File: src/design/stream_fifo.sv
// Fall-through FIFO with empty, nearly_full and programmable-full flags
`timescale 1ns/10ps
`default_nettype none

module stream_fifo #(
   parameter int WIDTH               = 8,
   parameter int DEPTH_BITS          = 4,
   parameter int PROG_FULL_THRESHOLD = (1 << DEPTH_BITS) - 1
) (
   input  wire              axi_aclk,
   input  wire              axi_resetn,
   input  wire [WIDTH-1:0]  din,
   input  wire              wr_en,
   input  wire              rd_en,
   output logic [WIDTH-1:0] dout,
   output logic             empty,
   output logic             nearly_full,
   output logic             prog_full
);

   localparam int DEPTH = 1 << DEPTH_BITS;

   // Fill levels compared against the occupancy counter
   localparam logic [DEPTH_BITS:0] FULL_LEVEL   = (DEPTH_BITS+1)'(DEPTH);
   localparam logic [DEPTH_BITS:0] NEARLY_LEVEL = (DEPTH_BITS+1)'(DEPTH - 1);
   localparam logic [DEPTH_BITS:0] PROG_LEVEL   = (DEPTH_BITS+1)'(PROG_FULL_THRESHOLD);

   logic [WIDTH-1:0]      mem [DEPTH];
   logic [DEPTH_BITS-1:0] wr_ptr;
   logic [DEPTH_BITS-1:0] rd_ptr;
   logic [DEPTH_BITS:0]   count;   // One bit wider to tell full from empty
   logic                  full;

   always_ff @(posedge axi_aclk) begin
      if (wr_en) begin
         mem[wr_ptr] <= din;
      end
   end

   always_ff @(posedge axi_aclk) begin
      if (!axi_resetn) begin
         wr_ptr <= '0;
         rd_ptr <= '0;
         count  <= '0;
      end else begin
         if (wr_en) begin
            wr_ptr <= wr_ptr + 1'b1;
         end
         if (rd_en) begin
            rd_ptr <= rd_ptr + 1'b1;
         end
         case ({wr_en, rd_en})
            2'b10:   count <= count + 1'b1;
            2'b01:   count <= count - 1'b1;
            default: count <= count;   // Idle or simultaneous push and pop
         endcase
      end
   end

   // Head word is always visible
   assign dout = mem[rd_ptr];

   assign empty       = (count == '0);
   assign full        = (count == FULL_LEVEL);
   assign nearly_full = (count >= NEARLY_LEVEL);   // One free entry left
   assign prog_full   = (count >= PROG_LEVEL);

   // A push into a full FIFO is only safe with a pop in the same cycle
   a_no_overflow: assert property (
      @(posedge axi_aclk) disable iff (!axi_resetn)
      wr_en |-> (!full || rd_en)
   ) else $error("stream_fifo write while full");

   a_no_underflow: assert property (
      @(posedge axi_aclk) disable iff (!axi_resetn)
      rd_en |-> !empty
   ) else $error("stream_fifo read while empty");

endmodule

`default_nettype wire

File: config.mk
export PLATFORM = sky130hd
export DESIGN_NAME = stream_fifo
export DESIGN_NICKNAME = d
export VERILOG_FILES = /design/src/design/stream_fifo.sv
export SDC_FILE = /design/constraint.sdc
export NUM_CORES = 1
export LEC_CHECK = 0
export BUFFER_PORTS_ARGS = -buffer_cell sky130_fd_sc_hd__buf_4
export CAP_MARGIN = 20
export CELL_PAD_IN_SITES_DETAIL_PLACEMENT = 2
export CELL_PAD_IN_SITES_GLOBAL_PLACEMENT = 2
export CORE_ASPECT_RATIO = 0.7
export CORE_UTILIZATION = 30
export DETAILED_ROUTE_END_ITERATION = 16
export GPL_ROUTABILITY_DRIVEN = 0
export PLACE_DENSITY = 0.53
export SLEW_MARGIN = 20
export SYNTH_ARGS = -nofsm -noshare
export SYNTH_HDL_FRONTEND = slang
export SYNTH_SLANG_ARGS = --single-unit
File: constraint.sdc
create_clock -name axi_aclk -period 2.6 [get_ports axi_aclk]
set_clock_uncertainty 0.05 [all_clocks]
set_input_delay 0.52 -clock axi_aclk [delete_from_list [all_inputs] [get_ports axi_aclk]]
set_output_delay 0.52 -clock axi_aclk [all_outputs]
set_load 0.1 [all_outputs]
==> flow_summary.json <==
{
  "rsz0062_at_grt": "yes",
  "final_common_cell": "edfxtp_1",
  "hold_depth": 3,
  "cts_tree": "built",
  "syn_area_mm2": 0.00592,
  "ant_nets": 0,
  "p_leak_nw": 2.42,
  "cts-root-buf": "clkbuf_16",
  "coreArea_mm2": 0.0191,
  "synth_cell_type_count": 41,
  "switching_share_pct": 26.2,
  "drt-initial-drc-count": 243,
  "nets": 382,
  "worst_pin_slew_ns": 0.616,
  "ctsHtreeMaxLevel": 4,
  "fmax_mhz": 369,
  "seqPwrFrac_pct": 44.9,
  "r2r_end": "count[4]",
  "drv_cap": 0,
  "whs_endpoint": "count[3]",
  "final.setup.worst_slack_ns": -0.110,
  "n_antenna_cell": 0,
  "hold_start": "axi_resetn",
  "async_flop_share_pct": 0,
  "synth_seq_cells": 145,
  "clk_pin_slew_ns": 0.06,
  "ys_warn_count": 0,
  "grt_pass1_vias": 3241,
  "power_mw": 5.85,
  "crit_arrival_ns": 2.14,
  "vdd_ir_drop_max_mv": 0.408,
  "grt_util_all_layers_pct": 15.8,
  "final_cell_mix": "edfxtp_1 (128), mux4_2 (29), buf_4 (26)",
  "comb_power_share_pct": 14.3,
  "antenna_found_initial": 0,
  "drt_wl_total_um": 14700,
  "r2r_start": "count[1]",
  "status": "finished, violations left",
  "design_area_mm2": 0.00727,
  "drive_gt1_share_pct": 33.7,
  "grt_pass1_wl_um": 22200,
  "dieWidth_um": 170,
  "cts.hold.buffers_added": 0,
  "clkLatencyLatePin_ns": 0.41,
  "p_sw_mw": 1.53,
  "power_density_mw_per_mm2": 804,
  "rows": 42,
  "clock_sinks": 145,
  "reg2reg_slack_ns": 0.61,
  "dpl.cell_count": 600,
  "dp_hpwl_um": 9110,
  "crit_fanout": 5,
  "synth_flop_cell": "edfxtp_1",
  "hold_viol_final": 0,
  "drcViolationCount": 0,
  "syn_area_per_cell_um2": 18.8,
  "fin_hold_ws_ns": 0.357,
  "final_cells": 638,
  "die_y_um": 119,
  "portBuffers": 22,
  "failed_checks": "setup timing",
  "cts_buffers": 17,
  "ys_seq_area_share_pct": 70.7,
  "vias_per_cell": 4.74,
  "syn_nets": 336,
  "setup.worst_path.class": "register to output pin",
  "overflow": 0,
  "r2r_cells": 6,
  "vias": 3023,
  "drv_slew": 0,
  "end_kind": "output pin",
  "syn_inst": 315,
  "cts_buffer_depth": 2,
  "grt_max_degree": 33,
  "setup_viol": 8,
  "worst_slew_margin_rel_pct": 58.9,
  "drt_pass1_iterations": 4,
  "holdCritPathClass": "input port to register",
  "ios": 23,
  "wl_per_cell_um": 23.1,
  "p_int_mw": 4.31,
  "crit_required_ns": 2.03,
  "fin_crit_sh_pct": 104,
  "synth-edff-count": 128,
  "initial_utilization_pct": 30.9,
  "clockPowerShare_pct": 40.8,
  "synthToLayoutAreaGrowth_pct": 22.8,
  "crit_path_start_kind": "register",
  "die_area_mm2": 0.0203,
  "final.min_clock_period_ns": 2.71,
  "dpl_cell_area_mm2": 0.00642,
  "fin_util_pct": 38.0
}
## cells by family after synthesis
group | after synthesis | synth area share (%)
AO/OA/AOI/OAI | 26 | 3.19
XOR/XNOR | 9 | 1.33
adder cells (fa/ha/maj) | 9 | 1.90
buffers and inverters | 22 | 2.73
flip-flops | 145 | 70.7
multiplexers | 35 | 13.8
AND/OR/NAND/NOR | 69 | 6.35
## worst max path at each step
stage,end,start,cells after the start
2_1_floorplan,count[4],wr_en,10
3_3_place_gp,count[4],wr_en,9
3_5_place_dp,count[4],wr_en,9
4_1_cts,dout[6],register,6
5_1_grt,dout[6],register,6
6_report,dout[6],register,6
## power by group through the flow
stage	sequential, mW	combinational [mW]	clock (mW)
after global routing	2.63	0.888	2.52
after global placement	2.67	0.694	0
after floorplan	2.65	0.533	0
final	2.62	0.838	2.39
after detailed placement	2.67	0.705	0
after CTS	2.62	0.851	2.43
## metal layers
metal,vias to the layer above,wire (um),global-route usage (%)
met3,9,624,2.99
met2,56,6480,21.8
met1,1608,7500,24.6
met5,-,0,0
li1,1350,-,-
met4,0,108,4.90
## state kept, by name (all words and copies together), names as in the netlist, named ones only
name,cells
mem,128
count,5
rd_ptr,4
wr_ptr,4
## layout make-up
| class | count | area, um^2 |
|---|---|---|
| fillers | 1867 | 11900 |
| multi-input cells | 148 | 1620 |
| repair buffers | 44 | 543 |
| clock inverters | 14 | 140 |
| clock buffers | 18 | 429 |
| inverters | 5 | 18.8 |
| flip-flops and latches | 145 | 4190 |
| well taps | 264 | 330 |
## Yosys cell counts, types with 4 or more instances
| cell | number | area, um^2 |
|---|---|---|
| edfxtp_1 | 128 | 3840 |
| and2_1 | 18 | 113 |
| dfxtp_1 | 17 | 340 |
| mux4_1 | 17 | 447 |
| a22oi_1 | 16 | 120 |
| mux4_2 | 15 | 338 |
| nor2_1 | 15 | 56.3 |
| nand2_1 | 12 | 45.0 |
| ha_1 | 9 | 113 |
| xor2_1 | 6 | 52.6 |
| buf_2 | 5 | 25.0 |
| inv_1 | 5 | 18.8 |
| nand4_1 | 4 | 25.0 |
## through the flow
step,setup WS [ns],setup TNS (ns)
2_1_floorplan,0.123,0
3_3_place_gp,0.145,0
3_5_place_dp,0.0235,0
4_1_cts,-0.134,-0.856
5_1_grt,-0.195,-1.31
6_report,-0.110,-0.610
## worst max-delay path, stage by stage (launching register included)
cell     delay (ns)
dfxtp_4        0.40
buf_6          0.14
buf_16         0.13
mux4_1         0.56
a22oi_2        0.20
nand2_1        0.10
buf_6          0.19
## repair_timing
action                     CTS  global route
setup endpoints to repair    8             8
pin swaps                   14             3
cloned                       3             0
gates resized for setup     66             3
buffers inserted             3             0
Power figures use the tool's default switching activity.
