===== config.mk =====
export PLATFORM = sky130hd
export DESIGN_NAME = packet_distributor
export DESIGN_NICKNAME = d
export VERILOG_FILES = /design/src/design/oq_pkg.sv /design/src/design/packet_distributor.sv
export SDC_FILE = /design/constraint.sdc
export NUM_CORES = 1
export LEC_CHECK = 0
export ABC_AREA = 1
export BUFFER_PORTS_ARGS = -buffer_cell sky130_fd_sc_hd__buf_2
export CORE_AREA = 4 4 240 242
export DETAILED_ROUTE_END_ITERATION = 6
export DIE_AREA = 0 0 244 246
export SYNTH_ARGS = -nofsm -noshare
export SYNTH_HDL_FRONTEND = slang
export SYNTH_SLANG_ARGS = --single-unit

===== constraint.sdc =====
create_clock -name axi_aclk -period 2 [get_ports axi_aclk]
set_clock_uncertainty 0.15 [all_clocks]
set_input_delay 0.4 -clock axi_aclk [delete_from_list [all_inputs] [get_ports axi_aclk]]
set_output_delay 0.4 -clock axi_aclk [all_outputs]
set_load 0.03 [all_outputs]

===== src/design/oq_pkg.sv =====
// Shared widths, buffer sizing and state codes for the output-queue block
`default_nettype none

package oq_pkg;

   // Metadata word layout, timestamp above the kept tuser bits
   localparam int TIMESTAMP_WIDTH = 64;
   localparam int USER_KEEP_WIDTH = 64;

   // Largest packet a queue must still absorb once it accepts one
   localparam int MAX_PACKET_BYTES = 1600;

   localparam int META_DEPTH_BITS = 5;   // 32 stored packets per queue
   localparam int IN_DEPTH_BITS   = 2;   // Small skid buffer at the input

   // Distributor FSM
   localparam logic [1:0] DIST_IDLE  = 2'd0;
   localparam logic [1:0] DIST_WRITE = 2'd1;   // Copying a packet
   localparam logic [1:0] DIST_DROP  = 2'd2;   // Discarding a packet

   // Metadata reader FSM
   localparam logic META_WAIT_HEADER = 1'b0;
   localparam logic META_WAIT_EOP    = 1'b1;

endpackage

`default_nettype wire


===== src/design/packet_distributor.sv =====
// Round-robin packet distributor with drop decision, timestamp and drop counters
`timescale 1ns/10ps
`default_nettype none

module packet_distributor #(
   parameter int DATA_WIDTH = 64,
   parameter int USER_WIDTH = 128,
   parameter int NUM_QUEUES = 5
) (
   input  wire                              axi_aclk,
   input  wire                              axi_resetn,
   input  wire                              in_empty,
   input  wire [DATA_WIDTH-1:0]             in_tdata,
   input  wire [DATA_WIDTH/8-1:0]           in_tstrb,
   input  wire [USER_WIDTH-1:0]             in_tuser,
   input  wire                              in_tlast,
   input  wire [NUM_QUEUES-1:0]             queue_full,
   input  wire [31:0]                       last_queue,
   input  wire                              clear_drops,
   output logic                             in_rd_en,
   output logic [DATA_WIDTH+DATA_WIDTH/8:0] wr_word,
   output logic [USER_WIDTH-1:0]            wr_meta,
   output logic [NUM_QUEUES-1:0]            data_wr_en,
   output logic [NUM_QUEUES-1:0]            meta_wr_en,
   output logic [32*NUM_QUEUES-1:0]         drop_counts
);

   logic [1:0]                          state;
   logic [1:0]                          state_next;
   logic [NUM_QUEUES-1:0]               cur_queue;   // One-hot target queue
   logic [NUM_QUEUES-1:0]               cur_queue_next;
   logic [NUM_QUEUES-1:0]               next_in_rotation;
   logic [NUM_QUEUES-1:0]               shifted;
   logic                                wrap;
   logic                                first_word;
   logic                                first_word_next;
   logic [NUM_QUEUES-1:0]               full_q;      // Queue status, one cycle old
   logic [NUM_QUEUES-1:0]               drop_inc;
   logic [oq_pkg::TIMESTAMP_WIDTH-1:0]  timestamp;

   // Same word goes to every queue, the enables pick one
   assign wr_word = {in_tlast, in_tstrb, in_tdata};
   assign wr_meta = {timestamp, in_tuser[oq_pkg::USER_KEEP_WIDTH-1:0]};

   // Wrap after the last active queue or the last physical one
   assign shifted          = cur_queue >> last_queue;
   assign wrap             = cur_queue[NUM_QUEUES-1] | shifted[0];
   assign next_in_rotation = wrap ? NUM_QUEUES'(1) : (cur_queue << 1);

   always_comb begin
      state_next      = state;
      cur_queue_next  = cur_queue;
      first_word_next = first_word;
      in_rd_en        = 1'b0;
      data_wr_en      = '0;
      meta_wr_en      = '0;
      drop_inc        = '0;

      case (state)
         oq_pkg::DIST_IDLE: begin
            if (!in_empty) begin
               // Target must hold a maximum-size packet, else drop it whole
               if (|(full_q & cur_queue)) begin
                  state_next = oq_pkg::DIST_DROP;
                  drop_inc   = cur_queue;
               end else begin
                  state_next      = oq_pkg::DIST_WRITE;
                  first_word_next = 1'b1;
               end
            end
         end

         oq_pkg::DIST_WRITE: begin
            if (!in_empty) begin
               in_rd_en        = 1'b1;
               data_wr_en      = cur_queue;
               first_word_next = 1'b0;
               if (first_word) begin
                  meta_wr_en = cur_queue;   // One metadata word per packet
               end
               if (in_tlast) begin
                  cur_queue_next = next_in_rotation;
                  state_next     = oq_pkg::DIST_IDLE;
               end
            end
         end

         oq_pkg::DIST_DROP: begin
            if (!in_empty) begin
               in_rd_en = 1'b1;   // Pop and discard
               if (in_tlast) begin
                  cur_queue_next = next_in_rotation;   // Rotation still advances
                  state_next     = oq_pkg::DIST_IDLE;
               end
            end
         end

         default: state_next = oq_pkg::DIST_IDLE;
      endcase
   end

   always_ff @(posedge axi_aclk) begin
      if (!axi_resetn) begin
         state       <= oq_pkg::DIST_IDLE;
         cur_queue   <= NUM_QUEUES'(1);
         first_word  <= 1'b0;
         full_q      <= '0;
         timestamp   <= '0;
         drop_counts <= '0;
      end else begin
         state      <= state_next;
         cur_queue  <= cur_queue_next;
         first_word <= first_word_next;
         full_q     <= queue_full;
         timestamp  <= timestamp + 1'b1;   // Free running

         for (int q = 0; q < NUM_QUEUES; q++) begin
            if (clear_drops) begin
               drop_counts[q*32 +: 32] <= '0;
            end else if (drop_inc[q]) begin
               drop_counts[q*32 +: 32] <= drop_counts[q*32 +: 32] + 32'd1;
            end
         end
      end
   end

   a_pointer_onehot: assert property (
      @(posedge axi_aclk) disable iff (!axi_resetn)
      $onehot(cur_queue)
   ) else $error("queue pointer lost its one-hot encoding");

endmodule

`default_nettype wire


==> run_results.csv, run 1 <==
group,metric,value,unit
outcome,outcome,"finished with violations",
outcome,violations,"setup timing",
timing,hold_violations,0,
final_layout,areaGrowthSynthToFinish,23.6,%
synth,ys_seq_area_share,31.3,%
pwr,sw_frac_of_total,25.3,%
timing,setup_viol,11,
pwr,p_leak,6.95,nW
pwr,p_int,9.12,mW
hold_path,min_path_type,"in2reg",
synth,synthCells,2553,
timing,rsz0062_at_grt,"yes",
place,portBuffers,277,
timing,post-route-period-util,108,%
synth,yosysUniqueCellTypes,41,
clocking,cts_made_buffers,31,
floorplanning,io_pins,614,
detailed_routing,firstDrtPassIters,5,
final_layout,fin_cells,3573,
clocking,clock_latency,0.56,ns
floorplanning,core,0.0551,mm^2
synth,yosysWarnings,0,
synth,synth_top_area_share,31.3,%
final_layout,num-fill-cells,6173,
detailed_routing,routed_via_density,4.53,
timing,holdWs,0.124,ns
pwr,pwr-share-seq,39.7,%
clocking,cts_buffer_depth,3,
clocking,clk_pin_slew,0.05,ns
floorplanning,initial_core_util,27.6,%
setup_path,critPathLaunchType,"flip-flop",
detailed_routing,wl_per_cell,15.0,um
place,gp_congestion,0.932,
grt,grt_use_total,17.0,%
flow_run,cap_violations,0,
grt,grt.overflow.total,0,
timing,tightest_slew,0.628,ns
clocking,h-tree-depth,1,
final_layout,diodes,0,
place,pre_cts_ws,0.00894,ns
clocking,root_buffer,"clkbuf_16",
timing,setup_slack,-0.157,ns
synth,synth_fp_nets,2803,
final_layout,finish.net_count,3053,
detailed_routing,postRouteAntennaNets,0,
grt,grt_antenna_before_repair,2,
final_layout,drive_gt1_share,19.4,%
timing,drv_slew,0,
pwr,pwr-share-clk,48.3,%
setup_path,critPathCaptureType,"output pin",
setup_path,arrival,1.61,ns
hold_path,whs_path_depth,4,
floorplanning,die_area,0.0600,mm^2
floorplanning,die_w,244,um
synth,synth-main-ff-cell,"dfxtp_1",
place,hpwlAfterDp,42200,um
grt,grt_start_max_net_pins,67,
floorplanning,rows,86,
grt,grt_pass1_vias,14943,
detailed_routing,routed_wl,53700,um
detailed_routing,remaining_drc_errors,0,
pwr,ir_drop,0.000398,V
setup_path,cp.required,1.45,ns
synth,synth_edf_count,0,
pwr,switchingPower,3.09,mW
setup_path,worst-r2r-cell-count,13,
clocking,clock_sinks,237,
synth,synth_largest_area_cell,"dfxtp_1",
synth,postSynthAreaPerCell,5.95,um^2
setup_path,crit_type,"reg2out",
clocking,cts_tree,"built",
timing,relSlewSlack,58.1,%
timing,period_needed,2.16,ns
detailed_routing,drtIter0Drc,960,
timing,fmax,464,MHz
pwr,p_per_area,651,mW/mm^2
pwr,combPwrFrac,12.0,%
setup_path,crit_fanout,6,
synth,synth_area_leaders,"dfxtp_1, nand2_1, nor2_1, buf_4, a21oi_1",
place,placedCellCount,3497,
synth,netlist_area,0.0152,mm^2
synth,ys_ff_latch,237,
grt,grt_pass1_wl,83100,um
synth,async_flop_share,0,%
floorplanning,die_y,246,um
detailed_routing,vias,16194,
## worst paths after layout
kind | from | end | slack, ns
min reg2reg | timestamp[61] | timestamp[61] | 0.34
max | state[1] | meta_wr_en[1] | -0.16
max reg2reg | cur_queue[4] | drop_counts[130] | 0.08
min | clear_drops | drop_counts[37] | 0.12
## cells by family after synthesis
| logic type | Yosys count | synth area share (%) |
|---|---|---|
| AND/OR/NAND/NOR | 1654 | 44.5 |
| buffers and inverters | 377 | 12.9 |
| flip-flops | 237 | 31.3 |
| AO/OA/AOI/OAI | 224 | 7.53 |
| XOR/XNOR | 53 | 3.06 |
| adder cells (fa/ha/maj) | 8 | 0.659 |
## layout make-up
type	instances	area, um^2	area share, %
Clock buffer	47	946	5.04
Clock inverter	8	143	0.761
Inverter	189	734	3.92
Multi-Input combinational cell	1939	8680	46.3
Sequential cell	237	4760	25.4
Tap cell	748	936	4.99
Timing Repair Buffer	405	2560	13.7
## cell usage after synthesis (22+ instances only)
cell type and count:
buf_4 139, nand2_1 889, nor3_1 24, buf_2 22, xor2_1 38, nand3_1 150
nor2_1 500, clkbuf_1 24, dfxtp_1 237, a21oi_1 190, inv_1 181, o21ai_0 24
nand4_1 28
## per-layer routing
layer / routed length, um / GRT usage (%)
met3: 4390 / 4.92
met4: 1680 / 5.05
met5: 40 / 0.899
met1: 24500 / 22.8
met2: 23100 / 26.6
## state kept, by name (all words and copies together), names as in the netlist
signal	count
cur_queue	5
drop_counts	160
first_word	1
full_q	5
state	2
timestamp	64
## power groups by stage
stage               Clock [mW]  Sequential (mW)  Combinational, mW
floorplan                    0             4.94               1.10
global placement             0             4.92               1.12
detailed placement           0             4.92               1.12
CTS                       6.11             4.84               1.37
global route              6.30             4.86               1.60
finish                    5.89             4.85               1.47
## worst max-delay path: stages, from the launching register on
cell and delay [ns]:
dfxtp_2 0.33, inv_4 0.07, ha_4 0.15, clkinv_4 0.06
buf_8 0.14, nor3_4 0.14, buf_6 0.16
## cells in the final DEF (no fill, tap or decap), types with 7 or more instances in the layout
master       n
o21ai_0     24
buf_6       10
nand3_1    150
nor2_4      13
clkbuf_8    11
clkbuf_16   32
inv_1      171
a21oi_1    189
nand4_1     28
inv_2       11
dfxtp_2      7
buf_4      113
xor2_1      38
nor2_1     471
xnor2_1     15
buf_12       9
nor2_2      26
nor3_1      18
and2_1      11
buf_2      266
dfxtp_1    229
nand2_1    887
## through the flow
stage	utilization, %	cell area [um^2]	power, mW	setup TNS, ns
2_1_floorplan	-	15200	6.04	0
3_3_place_gp	31.2	17200	6.04	0
3_5_place_dp	31.2	17200	6.05	0
4_1_cts	33.6	18500	12.3	-2.02
5_1_grt	34.0	18800	12.8	-2.49
6_report	34.0	18800	12.2	-1.37
## repair_timing
item	in CTS	in global routing
hold buffers	5	0
setup buffers	10	7
pin swaps	12	5
gates resized for setup	57	43
gates cloned	0	1
endpoints found under the setup margin	17	54
endpoints found under the hold margin	5	0
No activity file was read; power rests on OpenSTA's default activity.
==> run 2, diff against run 1 <==
--- a/config.mk
+++ b/config.mk
@@ -10,6 +10,7 @@
 export CORE_AREA = 4 4 240 242
 export DETAILED_ROUTE_END_ITERATION = 6
 export DIE_AREA = 0 0 244 246
+export MAX_ROUTING_LAYER = met4
 export SYNTH_ARGS = -nofsm -noshare
 export SYNTH_HDL_FRONTEND = slang
 export SYNTH_SLANG_ARGS = --single-unit
==> run 2 against run 1 <==
  * The flow still finishes with violations (setup timing)
  * Setup slack better by 0.033 ns
  * Sequential share of layout area down 0.19 points
  * Routed wire length up 0.82%
  * Largest power group unchanged
  * Register-to-register slack worse by 0.03 ns
==> run_results.csv, run 2 (synthesis gave the netlist of run 1 again) <==
group,metric,value,unit
outcome,outcome,"finished with violations",
outcome,violations,"setup timing",
timing,hold_violations,0,
final_layout,register_area,0.00476,mm^2
setup_path,r2r_slack,0.05,ns
place,hpwlAfterDp,42000,um
timing,drv_slew,0,
final_layout,drive_gt1_share,19.6,%
setup_path,crit_type,"reg2out",
pwr,switchingPower,3.32,mW
pwr,combPwrFrac,11.1,%
pwr,p_per_area,691,mW/mm^2
clocking,clock_sinks,237,
clocking,cts_made_buffers,34,
setup_path,worst-r2r-cell-count,13,
setup_path,path_cells,"inv_4, ha_4, clkinv_4, buf_8, nor3_4, buf_6",
pwr,pwr-share-seq,37.1,%
grt,top_usage_layer,"met2",
final_layout,design_area,0.0189,mm^2
grt,grt.overflow.total,0,
final_layout,final_common_cell,"nand2_1",
floorplanning,die_y,246,um
final_layout,top_register,"drop_counts",
hold_path,min_path_type,"in2reg",
floorplanning,die_area,0.0600,mm^2
final_layout,mostFrequentLayoutCells,"nand2_1, nor2_1, buf_2, dfxtp_1, a21oi_1",
final_layout,reg.largest.list,"drop_counts (160), timestamp (64)",
grt,grt_use_met3,5.30,%
setup_path,crit_fanout,6,
detailed_routing,drtIter0Drc,929,
pwr,power,13.1,mW
grt,grt_antenna_before_repair,0,
grt,grt_start_max_net_pins,67,
clocking,root_buffer,"clkbuf_16",
place,place_area,0.0172,mm^2
setup_path,path_buf_inv,4,
timing,period_needed,2.12,ns
pwr,ir_drop,0.000499,V
grt,grt_use_total,17.8,%
timing,setup_tns,-1.01,ns
setup_path,critPathLaunchType,"flip-flop",
clocking,clk_pin_slew,0.05,ns
hold_path,whs_path_depth,4,
setup_path,crit_family,"buffers and inverters",
timing,tightest_slew,0.474,ns
place,gp_congestion,0.940,
timing,setup_slack,-0.124,ns
final_layout,largest_reg_flops,160,
timing,relSlewSlack,68.3,%
final_layout,num-fill-cells,6192,
detailed_routing,routed_via_density,4.57,
timing,holdWs,0.151,ns
setup_path,cp.required,1.45,ns
grt,grt_use_met2,27.1,%
final_layout,fin_util,34.4,%
setup_path,arrival,1.57,ns
timing,setup_viol,11,
flow_run,cap_violations,0,
place,portBuffers,277,
timing,fmax,471,MHz
final_layout,diodes,0,
pwr,sw_frac_of_total,25.4,%
clocking,clock_latency,0.53,ns
hold_path,worstHoldEndpoint,"cur_queue[0]",
setup_path,r2r_start,"cur_queue[4]",
floorplanning,die_w,244,um
detailed_routing,postRouteAntennaNets,0,
floorplanning,initial_core_util,27.6,%
final_layout,areaGrowthSynthToFinish,24.7,%
detailed_routing,remaining_drc_errors,0,
setup_path,slowest_delay,0.33,ns
grt,grtUsageMet1,22.8,%
final_layout,finish.net_count,3050,
detailed_routing,routed_wl,54100,um
setup_path,timing.rr.end,"drop_counts[131]",
floorplanning,rows,86,
clocking,h-tree-depth,2,
clocking,cts_tree,"built",
hold_path,min-delay-start,"in_tlast",
timing,rsz0062_at_grt,"yes",
detailed_routing,wl_per_cell,15.2,um
setup_path,critPathCaptureType,"output pin",
floorplanning,io_pins,614,
final_layout,fin_cells,3571,
floorplanning,core,0.0551,mm^2
pwr,pwr-share-clk,51.7,%
grt,grt_pass1_wl,83800,um
pwr,p_int,9.76,mW
detailed_routing,vias,16314,
timing,post-route-period-util,106,%
clocking,cts_buffer_depth,3,
setup_path,crit_path_top_delay_cell,"dfxtp_2",
detailed_routing,firstDrtPassIters,5,
place,pre_cts_ws,-0.0419,ns
final_layout,multiInputGateArea,0.00871,mm^2
place,placedCellCount,3496,
grt,grt_pass1_vias,14904,
pwr,p_leak,7.02,nW
run 2: cell types whose count changed in the layout (fill, tap and decap cells not counted), sizes merged:
cell / delta
buf: -6
bufinv: +3
clkbuf: +1
clkinvlp: -1
inv: +1
run 2: area by class of cell:
type,count,area share (%)
clock inverter,11,1.26
tap,748,4.94
multi-input combinational,1939,46.0
clock buffer,48,5.31
sequential,237,25.2
timing repair buffer,399,13.4
inverter,189,3.87
run 2: worst max path at each step:
stage	from	end	slack (ns)	depth (start not counted)
4_1_cts	state[0]	in_rd_en	-0.16	5
3_3_place_gp	state[0]	drop_counts[19]	-0.02	9
2_1_floorplan	in_empty	meta_wr_en[4]	0.007	4
3_5_place_dp	state[1]	drop_counts[19]	-0.04	9
6_report	state[1]	meta_wr_en[0]	-0.12	6
5_1_grt	state[1]	meta_wr_en[0]	-0.20	6
run 2: worst register-to-register path, delay by kind of cell, from the launching register on:
family	cells	cell delay, ns
compound gates	1	0.11
simple gates	4	0.35
buf+inv	8	0.94
flops	1	0.33
run 2: power by group through the flow:
stage | clock network, mW | registers (mW) | logic, mW
detailed placement | 0 | 4.92 | 1.12
CTS | 6.98 | 4.85 | 1.34
global placement | 0 | 4.92 | 1.12
finish | 6.77 | 4.86 | 1.46
floorplan | 0 | 4.94 | 1.10
global route | 7.15 | 4.86 | 1.56
run 2: timing repair:
action | in CTS | in global routing
endpoints found under the setup margin | 28 | 44
cloned | 0 | 1
resized for setup | 61 | 57
pin swaps | 16 | 9
setup buffers | 7 | 6
hold buffers | 5 | 0
endpoints found under the hold margin | 5 | 0
run 2: layer usage:
| layer | vias to the layer above | wire length (um) | share of wire [%] |
|---|---|---|---|
| li1 | 8409 | - | - |
| met1 | 7300 | 24600 | 45 |
| met2 | 489 | 23600 | 44 |
| met3 | 116 | 4480 | 8.3 |
| met4 | 0 | 1530 | 2.8 |
| met5 | - | 0 | 0 |
